$ cat config.mk
export PLATFORM = sky130hd
export DESIGN_NAME = game_top
export DESIGN_NICKNAME = d
export VERILOG_FILES = /design/src/logic/score_pkg.sv /design/src/logic/ui_pkg.sv /design/src/logic/game_top.sv /design/src/logic/hex_display.sv /design/src/logic/score_percent.sv /design/src/logic/mode_menu.sv /design/src/logic/button_conditioner.sv
export VERILOG_INCLUDE_DIRS = /design/src /design/src/logic
export SDC_FILE = /design/constraint.sdc
export NUM_CORES = 1
export LEC_CHECK = 0
export BUFFER_PORTS_ARGS = -buffer_cell sky130_fd_sc_hd__buf_2
export CORE_ASPECT_RATIO = 0.8
export CORE_MARGIN = 5
export CORE_UTILIZATION = 45
export DETAILED_ROUTE_END_ITERATION = 16
export PLACE_DENSITY_LB_ADDON = 0.15
export SETUP_SLACK_MARGIN = 0.5
export SLEW_MARGIN = 20
export SYNTH_ARGS = -nofsm -noshare
export SYNTH_HDL_FRONTEND = slang
export SYNTH_SLANG_ARGS = --single-unit
$ cat constraint.sdc
create_clock -name clk_in -period 8.5 [get_ports clk_in]
set_clock_uncertainty 0.15 [all_clocks]
set_input_delay 0.85 -clock clk_in [delete_from_list [all_inputs] [get_ports clk_in]]
set_output_delay 0.85 -clock clk_in [all_outputs]
set_load 0.02 [all_outputs]
$ cat src/logic/game_defs.svh
// ~~~~~~~~~~~~~~~~~~~~~~~~~~~~~~~~~~~~~~~~~~~~~~~~~~~~~~~~~~~~~~~~~~~~~~
// widths, synchronizer depth, debounce and refresh defaults, menu bounds
// ~~~~~~~~~~~~~~~~~~~~~~~~~~~~~~~~~~~~~~~~~~~~~~~~~~~~~~~~~~~~~~~~~~~~~~
`ifndef GAME_DEFS_SVH
`define GAME_DEFS_SVH

`define GAME_SCORE_W 12
`define GAME_SYNC_STAGES 3
// about 10 ms at 100 MHz, fits a 20-bit count
`define GAME_DEBOUNCE_CYCLES 1000000
`define GAME_REFRESH_BITS 14
`define GAME_DIGITS 8
`define GAME_PERCENT_SCALE 100

// cursor limits of the mode menu
`define GAME_MENU_BOTTOM 2'd0
`define GAME_MENU_TOP 2'd3

`endif
$ cat src/logic/score_pkg.sv
// ~~~~~~~~~~~~~~~~~~~~~~~~~~~~~~~~~~~~~~~~~~~~~~~~~~~~~~~~~~~~~~~~~~~~~~
// score report, BCD percentage and display word types
// ~~~~~~~~~~~~~~~~~~~~~~~~~~~~~~~~~~~~~~~~~~~~~~~~~~~~~~~~~~~~~~~~~~~~~~
`default_nettype none
`include "game_defs.svh"

package score_pkg;

  typedef struct packed {
    logic [`GAME_SCORE_W-1:0] score;
    logic [`GAME_SCORE_W-1:0] max_score;
  } score_report_t;

  typedef struct packed {
    logic [3:0] hundreds;
    logic [3:0] tens;
    logic [3:0] ones;
  } bcd3_t;

  // named layout, cursor on the leftmost digit
  typedef struct packed {
    logic [3:0]  cursor;
    logic [3:0]  game_type;
    logic [11:0] pad;
    bcd3_t       percent;
  } fields_t;

  // same word seen by the display as nibbles, digit 7 in the top bits
  typedef union packed {
    fields_t                        fields;
    logic [`GAME_DIGITS-1:0][3:0]   digits;
  } display_word_u;

endpackage

`default_nettype wire

$ cat src/logic/ui_pkg.sv
// ~~~~~~~~~~~~~~~~~~~~~~~~~~~~~~~~~~~~~~~~~~~~~~~~~~~~~~~~~~~~~~~~~~~~~~
// button bundle, game type and menu state types
// ~~~~~~~~~~~~~~~~~~~~~~~~~~~~~~~~~~~~~~~~~~~~~~~~~~~~~~~~~~~~~~~~~~~~~~
`default_nettype none

package ui_pkg;

  // raw levels or press pulses
  typedef struct packed {
    logic up;
    logic down;
    logic center;
  } btn_t;

  typedef enum logic [1:0] {
    type_keyboard = 2'd0,
    type_create   = 2'd1,
    type_learn    = 2'd2,
    type_play     = 2'd3
  } game_type_e;

  typedef enum logic {
    state_menu   = 1'b0,
    state_active = 1'b1
  } menu_state_e;

endpackage

`default_nettype wire

$ cat src/logic/game_top.sv
// ~~~~~~~~~~~~~~~~~~~~~~~~~~~~~~~~~~~~~~~~~~~~~~~~~~~~~~~~~~~~~~~~~~~~~~
// menu and score top level with display and status LEDs
// ~~~~~~~~~~~~~~~~~~~~~~~~~~~~~~~~~~~~~~~~~~~~~~~~~~~~~~~~~~~~~~~~~~~~~~
`default_nettype none
`include "game_defs.svh"

module game_top import ui_pkg::*, score_pkg::*; #(
  parameter int unsigned DEBOUNCE_CYCLES = `GAME_DEBOUNCE_CYCLES,
  parameter int unsigned REFRESH_BITS    = `GAME_REFRESH_BITS
) (
  input  logic                    clk_in,
  input  logic                    reset,
  input  btn_t                    buttons,
  input  logic                    game_finish,
  input  score_report_t           report,
  output logic [6:0]              seg,
  output logic [`GAME_DIGITS-1:0] an,
  output logic [5:0]              led
);

  btn_t          press;
  game_type_e    cursor;
  game_type_e    active_type;
  logic          game_on;
  logic          create_enable;
  bcd3_t         percent;
  display_word_u disp_word;

  button_conditioner #(
    .DEBOUNCE_CYCLES(DEBOUNCE_CYCLES)
  ) u_buttons (
    .clk_in(clk_in),
    .reset (reset),
    .raw   (buttons),
    .press (press)
  );

  mode_menu u_menu (
    .clk_in       (clk_in),
    .reset        (reset),
    .press        (press),
    .game_finish  (game_finish),
    .cursor       (cursor),
    .active_type  (active_type),
    .game_on      (game_on),
    .create_enable(create_enable)
  );

  score_percent u_score (
    .clk_in     (clk_in),
    .reset      (reset),
    .game_finish(game_finish),
    .report     (report),
    .percent    (percent)
  );

  // cursor, type, three blank zeros, then the percentage
  always_comb begin
    disp_word.fields.cursor    = {2'b00, cursor};
    disp_word.fields.game_type = {2'b00, active_type};
    disp_word.fields.pad       = '0;
    disp_word.fields.percent   = percent;
  end

  hex_display #(
    .REFRESH_BITS(REFRESH_BITS)
  ) u_display (
    .clk_in(clk_in),
    .reset (reset),
    .word  (disp_word),
    .seg   (seg),
    .an    (an)
  );

  assign led = {create_enable, game_on, active_type, cursor};

endmodule

`default_nettype wire

$ cat src/logic/hex_display.sv
// ~~~~~~~~~~~~~~~~~~~~~~~~~~~~~~~~~~~~~~~~~~~~~~~~~~~~~~~~~~~~~~~~~~~~~~
// multiplexed eight-digit seven-segment driver
// ~~~~~~~~~~~~~~~~~~~~~~~~~~~~~~~~~~~~~~~~~~~~~~~~~~~~~~~~~~~~~~~~~~~~~~
`default_nettype none
`include "game_defs.svh"

module hex_display import score_pkg::*; #(
  parameter int unsigned REFRESH_BITS = `GAME_REFRESH_BITS
) (
  input  logic                    clk_in,
  input  logic                    reset,
  input  display_word_u           word,
  output logic [6:0]              seg,
  output logic [`GAME_DIGITS-1:0] an
);

  localparam int SEL_W = $clog2(`GAME_DIGITS);

  logic [REFRESH_BITS+SEL_W-1:0] refresh_q;
  logic [SEL_W-1:0]              slot;
  logic [SEL_W-1:0]              digit_idx;

  // active low, bit order gfedcba
  function automatic logic [6:0] hex_to_seg(input logic [3:0] nibble);
    case (nibble)
      4'h0:    return 7'b100_0000;
      4'h1:    return 7'b111_1001;
      4'h2:    return 7'b010_0100;
      4'h3:    return 7'b011_0000;
      4'h4:    return 7'b001_1001;
      4'h5:    return 7'b001_0010;
      4'h6:    return 7'b000_0010;
      4'h7:    return 7'b111_1000;
      4'h8:    return 7'b000_0000;
      4'h9:    return 7'b001_0000;
      4'ha:    return 7'b000_1000;
      4'hb:    return 7'b000_0011;
      4'hc:    return 7'b100_0110;
      4'hd:    return 7'b010_0001;
      4'he:    return 7'b000_0110;
      default: return 7'b000_1110;
    endcase
  endfunction

  // top counter bits pick the slot, leftmost digit first
  assign slot = refresh_q[REFRESH_BITS +: SEL_W];
  assign digit_idx = SEL_W'(`GAME_DIGITS - 1) - slot;

  always_ff @(posedge clk_in) begin
    if (reset) begin
      refresh_q <= '0;
      an        <= ~(`GAME_DIGITS'(1) << (`GAME_DIGITS - 1));
    end else begin
      refresh_q <= refresh_q + 1'b1;
      an        <= ~(`GAME_DIGITS'(1) << digit_idx);
    end
  end

  always_ff @(posedge clk_in) begin
    seg <= hex_to_seg(word.digits[digit_idx]);
  end

  a_one_strobe: assert property (
    @(posedge clk_in) disable iff (reset)
    $onehot(~an)
  );

endmodule

`default_nettype wire

$ cat src/logic/score_percent.sv
// ~~~~~~~~~~~~~~~~~~~~~~~~~~~~~~~~~~~~~~~~~~~~~~~~~~~~~~~~~~~~~~~~~~~~~~
// score over max score as a three-digit BCD percentage
// ~~~~~~~~~~~~~~~~~~~~~~~~~~~~~~~~~~~~~~~~~~~~~~~~~~~~~~~~~~~~~~~~~~~~~~
`default_nettype none
`include "game_defs.svh"

module score_percent import score_pkg::*; (
  input  logic          clk_in,
  input  logic          reset,
  input  logic          game_finish,
  input  score_report_t report,
  output bcd3_t         percent
);

  localparam int SCALE_W = $clog2(`GAME_PERCENT_SCALE + 1);
  localparam int DIV_W = `GAME_SCORE_W + SCALE_W;

  logic                     finish_q;
  logic                     finish_edge;
  logic                     busy_q;
  logic [1:0]               index_q;
  logic [DIV_W-1:0]         dividend_q;
  logic [`GAME_SCORE_W-1:0] divisor_q;
  logic [SCALE_W-1:0]       pow10;
  logic [DIV_W-1:0]         step;
  logic                     fits;

  assign finish_edge = game_finish & ~finish_q;

  // weight of the digit being worked on
  always_comb begin
    case (index_q)
      2'd2:    pow10 = SCALE_W'(100);
      2'd1:    pow10 = SCALE_W'(10);
      2'd0:    pow10 = SCALE_W'(1);
      default: pow10 = '0;
    endcase
  end

  assign step = DIV_W'(divisor_q) * DIV_W'(pow10);
  assign fits = (divisor_q != '0) && (dividend_q >= step);

  always_ff @(posedge clk_in) begin
    if (finish_edge) begin
      dividend_q <= DIV_W'(report.score) * DIV_W'(`GAME_PERCENT_SCALE);
      divisor_q  <= report.max_score;
    end else if (busy_q && fits) begin
      dividend_q <= dividend_q - step;
    end
  end

  always_ff @(posedge clk_in) begin
    if (reset) begin
      finish_q <= 1'b0;
      busy_q   <= 1'b0;
      index_q  <= 2'd0;
      percent  <= '0;
    end else begin
      finish_q <= game_finish;
      if (finish_edge) begin
        busy_q  <= 1'b1;
        index_q <= 2'd2;
        percent <= '0;
      end else if (busy_q) begin
        if (fits) begin
          case (index_q)
            2'd2:    percent.hundreds <= percent.hundreds + 4'd1;
            2'd1:    percent.tens <= percent.tens + 4'd1;
            default: percent.ones <= percent.ones + 4'd1;
          endcase
        end else if (index_q != 2'd0) begin
          index_q <= index_q - 2'd1;
        end else begin
          // ones digit done
          busy_q <= 1'b0;
        end
      end
    end
  end

  a_bcd_digits: assert property (
    @(posedge clk_in) disable iff (reset)
    percent.hundreds <= 4'd9 && percent.tens <= 4'd9 && percent.ones <= 4'd9
  );

  a_score_in_range: assert property (
    @(posedge clk_in) disable iff (reset)
    finish_edge |-> report.score <= report.max_score
  );

endmodule

`default_nettype wire

$ cat src/logic/mode_menu.sv
// ~~~~~~~~~~~~~~~~~~~~~~~~~~~~~~~~~~~~~~~~~~~~~~~~~~~~~~~~~~~~~~~~~~~~~~
// mode menu cursor and menu/active state machine
// ~~~~~~~~~~~~~~~~~~~~~~~~~~~~~~~~~~~~~~~~~~~~~~~~~~~~~~~~~~~~~~~~~~~~~~
`default_nettype none
`include "game_defs.svh"

module mode_menu import ui_pkg::*; (
  input  logic       clk_in,
  input  logic       reset,
  input  btn_t       press,
  input  logic       game_finish,
  output game_type_e cursor,
  output game_type_e active_type,
  output logic       game_on,
  output logic       create_enable
);

  localparam game_type_e MENU_TOP = game_type_e'(`GAME_MENU_TOP);
  localparam game_type_e MENU_BOTTOM = game_type_e'(`GAME_MENU_BOTTOM);

  menu_state_e state_q;

  always_ff @(posedge clk_in) begin
    if (reset) begin
      state_q     <= state_menu;
      cursor      <= MENU_BOTTOM;
      active_type <= type_play;
    end else begin
      case (state_q)
        state_menu: begin
          // saturating cursor, up wins over down
          if (press.up && cursor != MENU_TOP) begin
            cursor <= game_type_e'(cursor + 2'd1);
          end else if (press.down && cursor != MENU_BOTTOM) begin
            cursor <= game_type_e'(cursor - 2'd1);
          end
          active_type <= cursor;
          if (press.center) begin
            state_q <= state_active;
          end
        end
        state_active: begin
          // buttons ignored until the game reports back
          if (game_finish) begin
            state_q <= state_menu;
          end
        end
        default: state_q <= state_menu;
      endcase
    end
  end

  assign game_on = (state_q == state_active) &&
                   (active_type == type_learn || active_type == type_play);
  assign create_enable = (state_q == state_active) && (active_type == type_create);

  a_exclusive_modes: assert property (
    @(posedge clk_in) disable iff (reset)
    !(game_on && create_enable)
  );

endmodule

`default_nettype wire

$ cat src/logic/button_conditioner.sv
// ~~~~~~~~~~~~~~~~~~~~~~~~~~~~~~~~~~~~~~~~~~~~~~~~~~~~~~~~~~~~~~~~~~~~~~
// per-button synchronizer, debounce counter and press pulse
// ~~~~~~~~~~~~~~~~~~~~~~~~~~~~~~~~~~~~~~~~~~~~~~~~~~~~~~~~~~~~~~~~~~~~~~
`default_nettype none
`include "game_defs.svh"

module button_conditioner import ui_pkg::*; #(
  parameter int unsigned DEBOUNCE_CYCLES = `GAME_DEBOUNCE_CYCLES
) (
  input  logic clk_in,
  input  logic reset,
  input  btn_t raw,
  output btn_t press
);

  localparam int STAGES = `GAME_SYNC_STAGES;
  localparam int CNT_W = $clog2(DEBOUNCE_CYCLES + 1);
  localparam logic [CNT_W-1:0] CNT_MAX = CNT_W'(DEBOUNCE_CYCLES);
  localparam int NUM_BTN = $bits(btn_t);

  logic [NUM_BTN-1:0] raw_bits;
  logic [NUM_BTN-1:0] press_bits;

  assign raw_bits = raw;
  assign press = press_bits;

  for (genvar i = 0; i < NUM_BTN; i++) begin : g_btn
    logic [STAGES-1:0] sync_q;
    logic              synced;
    logic              sample_q;
    logic              clean_q;
    logic              clean_prev_q;
    logic [CNT_W-1:0]  count_q;

    assign synced = sync_q[STAGES-1];

    always_ff @(posedge clk_in) begin
      if (reset) begin
        // start from the current level so a held button stays quiet
        sync_q       <= {STAGES{raw_bits[i]}};
        sample_q     <= synced;
        clean_q      <= synced;
        clean_prev_q <= synced;
        count_q      <= '0;
      end else begin
        sync_q       <= {sync_q[STAGES-2:0], raw_bits[i]};
        clean_prev_q <= clean_q;
        if (synced != sample_q) begin
          // bounce, restart the stable window
          sample_q <= synced;
          count_q  <= '0;
        end else if (count_q == CNT_MAX) begin
          clean_q <= sample_q;
        end else begin
          count_q <= count_q + CNT_W'(1);
        end
      end
    end

    // rising edge of the clean level
    assign press_bits[i] = clean_q & ~clean_prev_q;

    a_single_pulse: assert property (
      @(posedge clk_in) disable iff (reset)
      press_bits[i] |=> !press_bits[i]
    );
  end

endmodule

`default_nettype wire

=== Word level (Yosys, flattened, before mapping) ===
Memories as Yosys holds them, arrays and structs flattened. A register that Yosys moved wholly into a read port is not among the register bits.
Cells that the tools add are included.
Widths: inputs -> output; s select.

* Flip-flop bits (word level): 155
* Bits in latches: 0
* Memory bits (writable): 0
* Memory bits (read-only): 112
* Input port bits: 30
* Output and inout port bits: 21
* Logic and storage cells: 150
* Memories: 1

{| class="wikitable"
|+ Memory list
! name !! words !! width !! rd ports !! clocked after memory_dff !! write ports !! RTL line !! text
|-
| (no name shown) || 16 || 7 || 1 || 1 || 0 || hex_display.sv:25 || <nowiki>case (nibble)</nowiki>
|}

* $add $sub $neg: 12
* Multipliers: 2
* Div/mod/pow operators: 0
* Order comparisons: 2
* Equal/unequal tests: 16
* Shift-type cells: 1
* Multiplexer cells: 39
* Bitwise gates (word level): 12
* Reductions and logical operators: 35

{| class="wikitable"
|+ Operators by type and width
! kind !! number
|-
| $add 20x1->20 const B || 3
|-
| $eq 20x20->1 const B || 3
|-
| $mux 19 || 2
|-
| $mux 1 || 24
|-
| $reduce_bool 2->1 || 12
|-
| $pmux 7 s3 || 1
|-
| $ge 19x19->1 || 1
|-
| $mul 12x7->19 || 1
|-
| $sub 19x19->19 || 1
|-
| $add 17x1->17 const B || 1
|-
| $mul 12x5->17 const B || 1
|-
| $reduce_and 3->1 || 5
|-
| $add 4x1->4 const B || 3
|-
| $bmux 4 s3 || 1
|-
| $mux 2 || 6
|-
| $reduce_bool 12->1 || 1
|-
| $reduce_or 2->1 || 5
|-
| $mux 3 || 3
|-
| $ne 2x2->1 const B || 4
|-
| $not 8->8 || 1
|-
| $reduce_and 2->1 || 4
|-
| $shl 1x3->8 const A || 1
|-
| $not 1->1 || 7
|-
| $eq 2x2->1 const B || 3
|-
| other kinds (13) || 25
|}

=== Depth between registers and ports, before layout ===
* Depth after elaboration: 8
* Mapped depth: 32
* Mapped depth without buffers: 28

=== Cells and area by module ===
A second synthesis with hierarchy kept.

* Cell total of the unflattened synthesis: 1309
* Area total of the unflattened synthesis: 11788.8 um^2

{| class="wikitable"
|+ Modules (own cells, without submodules)
! module !! instances !! cells each !! area an instance (um^2) !! sequential area each (um^2)
|-
| score_percent || 1 || 697 || 6339.8 || 1231.2
|-
| button_conditioner || 1 || 407 || 3557.2 || 1621.6
|-
| hex_display || 1 || 176 || 1657.8 || 640.6
|-
| mode_menu || 1 || 26 || 215.2 || 100.1
|-
| game_top || 1 || 3 || 18.8 || 0.0
|}

=== Least setup slack after synthesis ===
OpenSTA, ideal clock, no wires.

* Kind: reg2reg
* Start: register u_score.index_q[0]
* End: register u_score.dividend_q[10] (enable)
* Setup time: 0.373 ns
* Arrival: 6.502 ns
* Required time: 7.977 ns
* Path slack: 1.474 ns
* Cell stages (with the launch flop): 27
* Buffers on the path: 4
* Clock period less this slack: 7.026 ns
* Path through: dfxtp_1 -> inv_1 -> ha_1 -> clkbuf_1 -> clkbuf_1 -> and2_1 -> fa_1 -> fa_1 -> fa_1 -> fa_1 -> ha_1 -> o21a_1 -> nor2_1 -> a211oi_1 -> o31ai_1 -> o21ai_0 -> a21o_1 -> a2111oi_0 -> nor3_1 -> ha_1 -> nand2_1 -> a211oi_2 -> o2111a_2 -> nor2_4 -> buf_6 -> buf_2 -> nand2_1

* Cells in the longest elaborated chain, start to end: 7
* Elaborated cells between the ends (all ways): 9
* Those cells by class: mul (1); order compare (1); eq/ne (2); mux (1); reduce/logical (4)

{| class="wikitable"
|+ RTL lines
! item !! RTL line !! text
|-
| start: declaration || score_percent.sv:21 || <nowiki>logic [1:0] index_q;</nowiki>
|-
| start signal: assignment || score_percent.sv:72 || <nowiki>index_q <= index_q - 2'd1;</nowiki>
|-
| $eq 2x1->1 (tied with other cells) || score_percent.sv:32 || <nowiki>case (index_q)</nowiki>
|-
| $pmux 7 s3 * || score_percent.sv:32 ||
|-
| $mul 12x7->19 * || score_percent.sv:40 || <nowiki>assign step = DIV_W'(divisor_q) * DIV_W'(pow10);</nowiki>
|-
| $ge 19x19->1 * || score_percent.sv:41 || <nowiki>assign fits = (divisor_q != '0) && (dividend_q >= step);</nowiki>
|-
| $logic_and 1x1->1 * || score_percent.sv:41 ||
|-
| $logic_and 1x1->1 * || score_percent.sv:47 || <nowiki>end else if (busy_q && fits) begin</nowiki>
|-
| $reduce_bool 2->1 (no source line) * || n/a ||
|-
| end signal: assignment || score_percent.sv:45 || <nowiki>dividend_q <= DIV_W'(report.score) * DIV_W'(`GAME_PERCENT_SCALE);</nowiki>
|-
| end signal: assignment || score_percent.sv:48 || <nowiki>dividend_q <= dividend_q - step;</nowiki>
|-
| end: declaration || score_percent.sv:22 || <nowiki>logic [DIV_W-1:0] dividend_q;</nowiki>
|}

Mark *: on every way between the ends. The rest lies on a longest branch, timed or not.
A chain may end at the register's enable or synchronous reset.

=== Worst setup path after layout ===
* Start: register u_score.index_q[0]
* End: register u_score.dividend_q[9], data pin

* Cells in the longest elaborated chain, start to end: 6
* Elaborated cells between the ends (all ways): 8
* Those cells by class: add/sub (1); mul (1); eq/ne (2); mux (3); reduce/logical (1)

{| class="wikitable"
|+ RTL lines
! item !! RTL line !! text
|-
| $eq 2x1->1 (tied with other cells) || score_percent.sv:32 ||
|-
| $pmux 7 s3 * || score_percent.sv:32 ||
|-
| $mul 12x7->19 * || score_percent.sv:40 ||
|-
| $sub 19x19->19 * || score_percent.sv:48 ||
|-
| $mux 19 * || score_percent.sv:47 ||
|-
| $mux 19 * || score_percent.sv:44 || <nowiki>if (finish_edge) begin</nowiki>
|}

Mark *: on every way between the ends. The rest lies on a longest branch, timed or not. The select of a mux whose other input is x is not followed.

==> results.md <==
* Tcrit/Tclk final at 86.6%
* CTS Hold Bufs at 0
* Clk pwr share at 29.8%
* Root buf cell: clkbuf_16
* Bufs on Longest Clock Path at 2
* Setup ws final at between 1 and 1.5 ns
* CTS tree: yes
* Yosys cell types at 69
* WL/cell at between 10 and 15 microns
* Post-Syn Area at around 0.011 sq mm
* TNS Setup at 0 ns
* Flop pwr share at 33.7%
* I/O pins at slightly above 50
* Routed Antenna Nets at 0
* Crit-path max cell delay at 0.55 ns
* Post-CTS Setup Inserts at 0
* # diodes at 0
* Place WS at 0.937 ns
* Initial Utilization at ~46%
* Gr usage total at 16.7%
* Vias at 8187
* RD Place Congestion at 0.835
* TritonRoute pass-1 iters at 4
* Slowest cell on crit path: fa_1
* Synth warn at 0
* CP Capture Type: flip-flop
* Syn Area/Cell at 8.98 sq um
* Ranking of synthesized cells by area: dfxtp_1 23%, ha_1 14%, edfxtp_1 9.4%
* Cells after Synth at 1243
* Full die area at 0.0281 sq mm
* Logic pwr share at between 30% and 40%
* Max Cap Viol at 0
* DP Cell Count at roughly 1.6k
* Clk slew on worst S/H paths at 0.07 ns
* Synth area leader: dfxtp_1
* Finish-stage setup viols at 0
* Worst-path cell chain: inv_1 -> ha_2 -> and2_1 -> inv_1 -> fa_1 -> inv_1 -> fa_1 -> fa_1 -> inv_1 -> fa_1 -> inv_1 -> ha_1 -> or3_1 -> o31ai_1 -> o21ai_0 -> a21o_1 -> a2111oi_0 -> nor3_1 -> ha_1 -> a21o_1 -> o2111a_2 -> nor2_4 -> buf_4 -> o22ai_1
* Die Width at 186 microns
* Rel. slew slack at 33.9%
* Initial antenna violation count at 0
* WS Path Type: flip-flop to flip-flop
* Post-synthesis sequential area ratio at 32.2%
* Dominant synthesized flop cell: dfxtp_1
* Hold Crit Class: flip-flop to flip-flop
* H-tree depth at 4
* Die H at 151 microns
* Worst-Margin Slew at 0.983 ns
* Final Hold Viols at 0
* WP data required at between 8 and 9 ns
* Worst path most repeated cell: inv_1
* Power Dens Cells at roughly 210 mW/mm^2
* Clk Latency, worst-skew pair at 0.43 ns
* GRT overflow at 0
* Cts repair resizes at 0
* Yosys top cell area share at 22.8%
* Remaining DRCs at 0
* Peak supply drop at 0.153 mV
* Worst path arrival time at between 7 and 8 ns
* Final Max Tran Viols at 0
* Tmin final at between 7 and 8 ns
* Final wirelength at 22200 microns
* Pin count of the biggest net entering global routing at 55
* Outcome: completed
* Final Non-Filler Cells at 1609
* # clock sinks at 162
* Worst Path Max Fanout at 23
* LEAKAGE at 5.36 nW
* Yosys reg bits at 162
* Fraction of registers with async set/reset at 0%
* Share of cells above drive strength 1 at 8.29%
* Final Net Count at between 1k and 1.5k
* Startpoint Class: flip-flop
* PortBufs at 50
* CTS Buf Count at 17
* Cell Int Power at around 1.7 mW
* Net Count, Synth at 1442
* Fill cells at ~2.3k
* Switching Share at 35.7%
* Area added between synthesis and finish at 9.88%
* Post-DP HPWL at 16900 microns
* RSZ-0062 raised after global routing: no
* Max Fclk at 136 MHz
* Post-synth EDFFs at 35
* Via/cell ratio at 5.09
* Iter 0 DRT Violations at roughly 440
* First-pass GRT wire length at between 30000 and 40000 microns
* Row cnt at 51
* Vias in the first global route at 7881
* Core footprint at 0.0244 sq mm
* Switching power at 935 uW
## path summary, 6_finish.rpt
check,to,from,slack [ns],cells past startpoint
hold / removal,u_buttons.g_btn[2].sync_q[1],u_buttons.g_btn[2].sync_q[0],0.27,2
hold reg to reg,u_buttons.g_btn[2].sync_q[1],u_buttons.g_btn[2].sync_q[0],0.27,2
setup reg to reg,u_score.dividend_q[9],u_score.index_q[0],1.14,24
setup / recovery,u_score.dividend_q[9],u_score.index_q[0],1.14,24
## final cells by class
cell class / count / area (sq um) / share of cell area [%]
clock buffer: 17 / 425 / 3.47
sequential: 162 / 3590 / 29.3
inverter: 126 / 473 / 3.86
tap: 318 / 398 / 3.25
clock inverter: 15 / 170 / 1.39
multi-input combinational: 917 / 6920 / 56.4
timing repair buffer: 54 / 280 / 2.29
## per-layer routing
metal  vias to the layer above  global-route usage (%)  wire length, microns
met5                         -                       0                     0
met4                         0                    4.44                   307
met3                        22                    3.79                   883
met2                       123                    22.5                  8290
met1                      3733                    26.4                 12700
li1                       4309                       -                     -
## worst max-delay path, delay by kind of cell, from the launching register on
kind / cells / cell delay (ns)
simple gates: 4 / 1.19
fa+ha+maj: 7 / 3.07
buf+inv: 6 / 0.64
compound gates: 7 / 1.65
flops: 1 / 0.36
## power groups by stage
stage               registers [mW]  clock network, mW  logic [mW]
floorplan                    0.891                  0       0.746
global placement             0.902                  0       0.949
detailed placement           0.901                  0       0.942
CTS                          0.884              0.799       0.956
global route                 0.889              0.839        1.09
finish                       0.884              0.780       0.956
## stage by stage
step | total power [mW] | hold WS (ns) | utilization [%] | instance area (sq um)
2_1_floorplan | 1.64 | 0.263 | - | 11200
3_3_place_gp | 1.85 | 0.268 | 47.8 | 11700
3_5_place_dp | 1.84 | 0.274 | 47.8 | 11700
4_1_cts | 2.64 | 0.279 | 50.3 | 12300
5_1_grt | 2.82 | 0.312 | 50.3 | 12300
6_report | 2.62 | 0.274 | 50.3 | 12300
## synth_stat cells, types with 3 or more instances
| cell | instances |
|---|---|
| o21bai_1 | 6 |
| ha_1 | 125 |
| o21a_1 | 7 |
| a21oi_1 | 54 |
| xnor2_1 | 51 |
| o31ai_1 | 13 |
| and3_1 | 19 |
| fa_1 | 44 |
| inv_1 | 126 |
| mux2_2 | 5 |
| o21ai_0 | 47 |
| nand4_1 | 13 |
| o22ai_1 | 8 |
| nand2_1 | 89 |
| nor2_1 | 119 |
| a211oi_1 | 4 |
| buf_1 | 3 |
| and2_1 | 34 |
| or4_1 | 3 |
| a22oi_1 | 3 |
| dfxtp_1 | 127 |
| a211oi_2 | 3 |
| nand2b_1 | 9 |
| a31oi_1 | 6 |
| or3_1 | 16 |
| buf_6 | 3 |
| nor2b_1 | 15 |
| nor4_1 | 8 |
| or2_2 | 3 |
| and4_1 | 4 |
| nand3_1 | 54 |
| clkbuf_1 | 29 |
| xor2_1 | 59 |
| a21o_1 | 14 |
| edfxtp_1 | 35 |
| nor4b_1 | 4 |
| o21ai_1 | 8 |
| nor3_1 | 19 |
| mux2i_1 | 9 |
| a22o_1 | 5 |
## state kept, by name, indices dropped and copies added (netlist names), 3 cells and up
register,count
u_buttons.g_btn.clean_prev_q,3
u_buttons.g_btn.clean_q,3
u_buttons.g_btn.count_q,60
u_buttons.g_btn.sample_q,3
u_buttons.g_btn.sync_q,9
u_display.an,8
u_display.refresh_q,17
u_display.seg,7
u_score.dividend_q,19
u_score.divisor_q,12
u_score.percent,12
## cell usage in the layout (no fill, tap or decap), drive strengths merged, types with 17 or more instances in the layout
cell / n
a21oi: 56
and2: 34
and3: 21
buf: 54
clkbuf: 17
dfxtp: 127
edfxtp: 35
fa: 44
ha: 125
inv: 133
nand2: 89
nand3: 54
nor2: 120
nor3: 19
o21ai: 55
or3: 17
xnor2: 51
xor2: 59
## kinds of logic after synthesis
logic type               after synthesis  synth area share, %
AO/OA/AOI/OAI                        201                 11.5
XOR/XNOR                             110                 8.63
adder cells (fa/ha/maj)              169                 21.9
buffers and inverters                164                 5.80
flip-flops                           162                 32.2
multiplexers                          14                 1.31
AND/OR/NAND/NOR                      423                 18.7
Note: power is estimated with default switching activity, not from simulation.
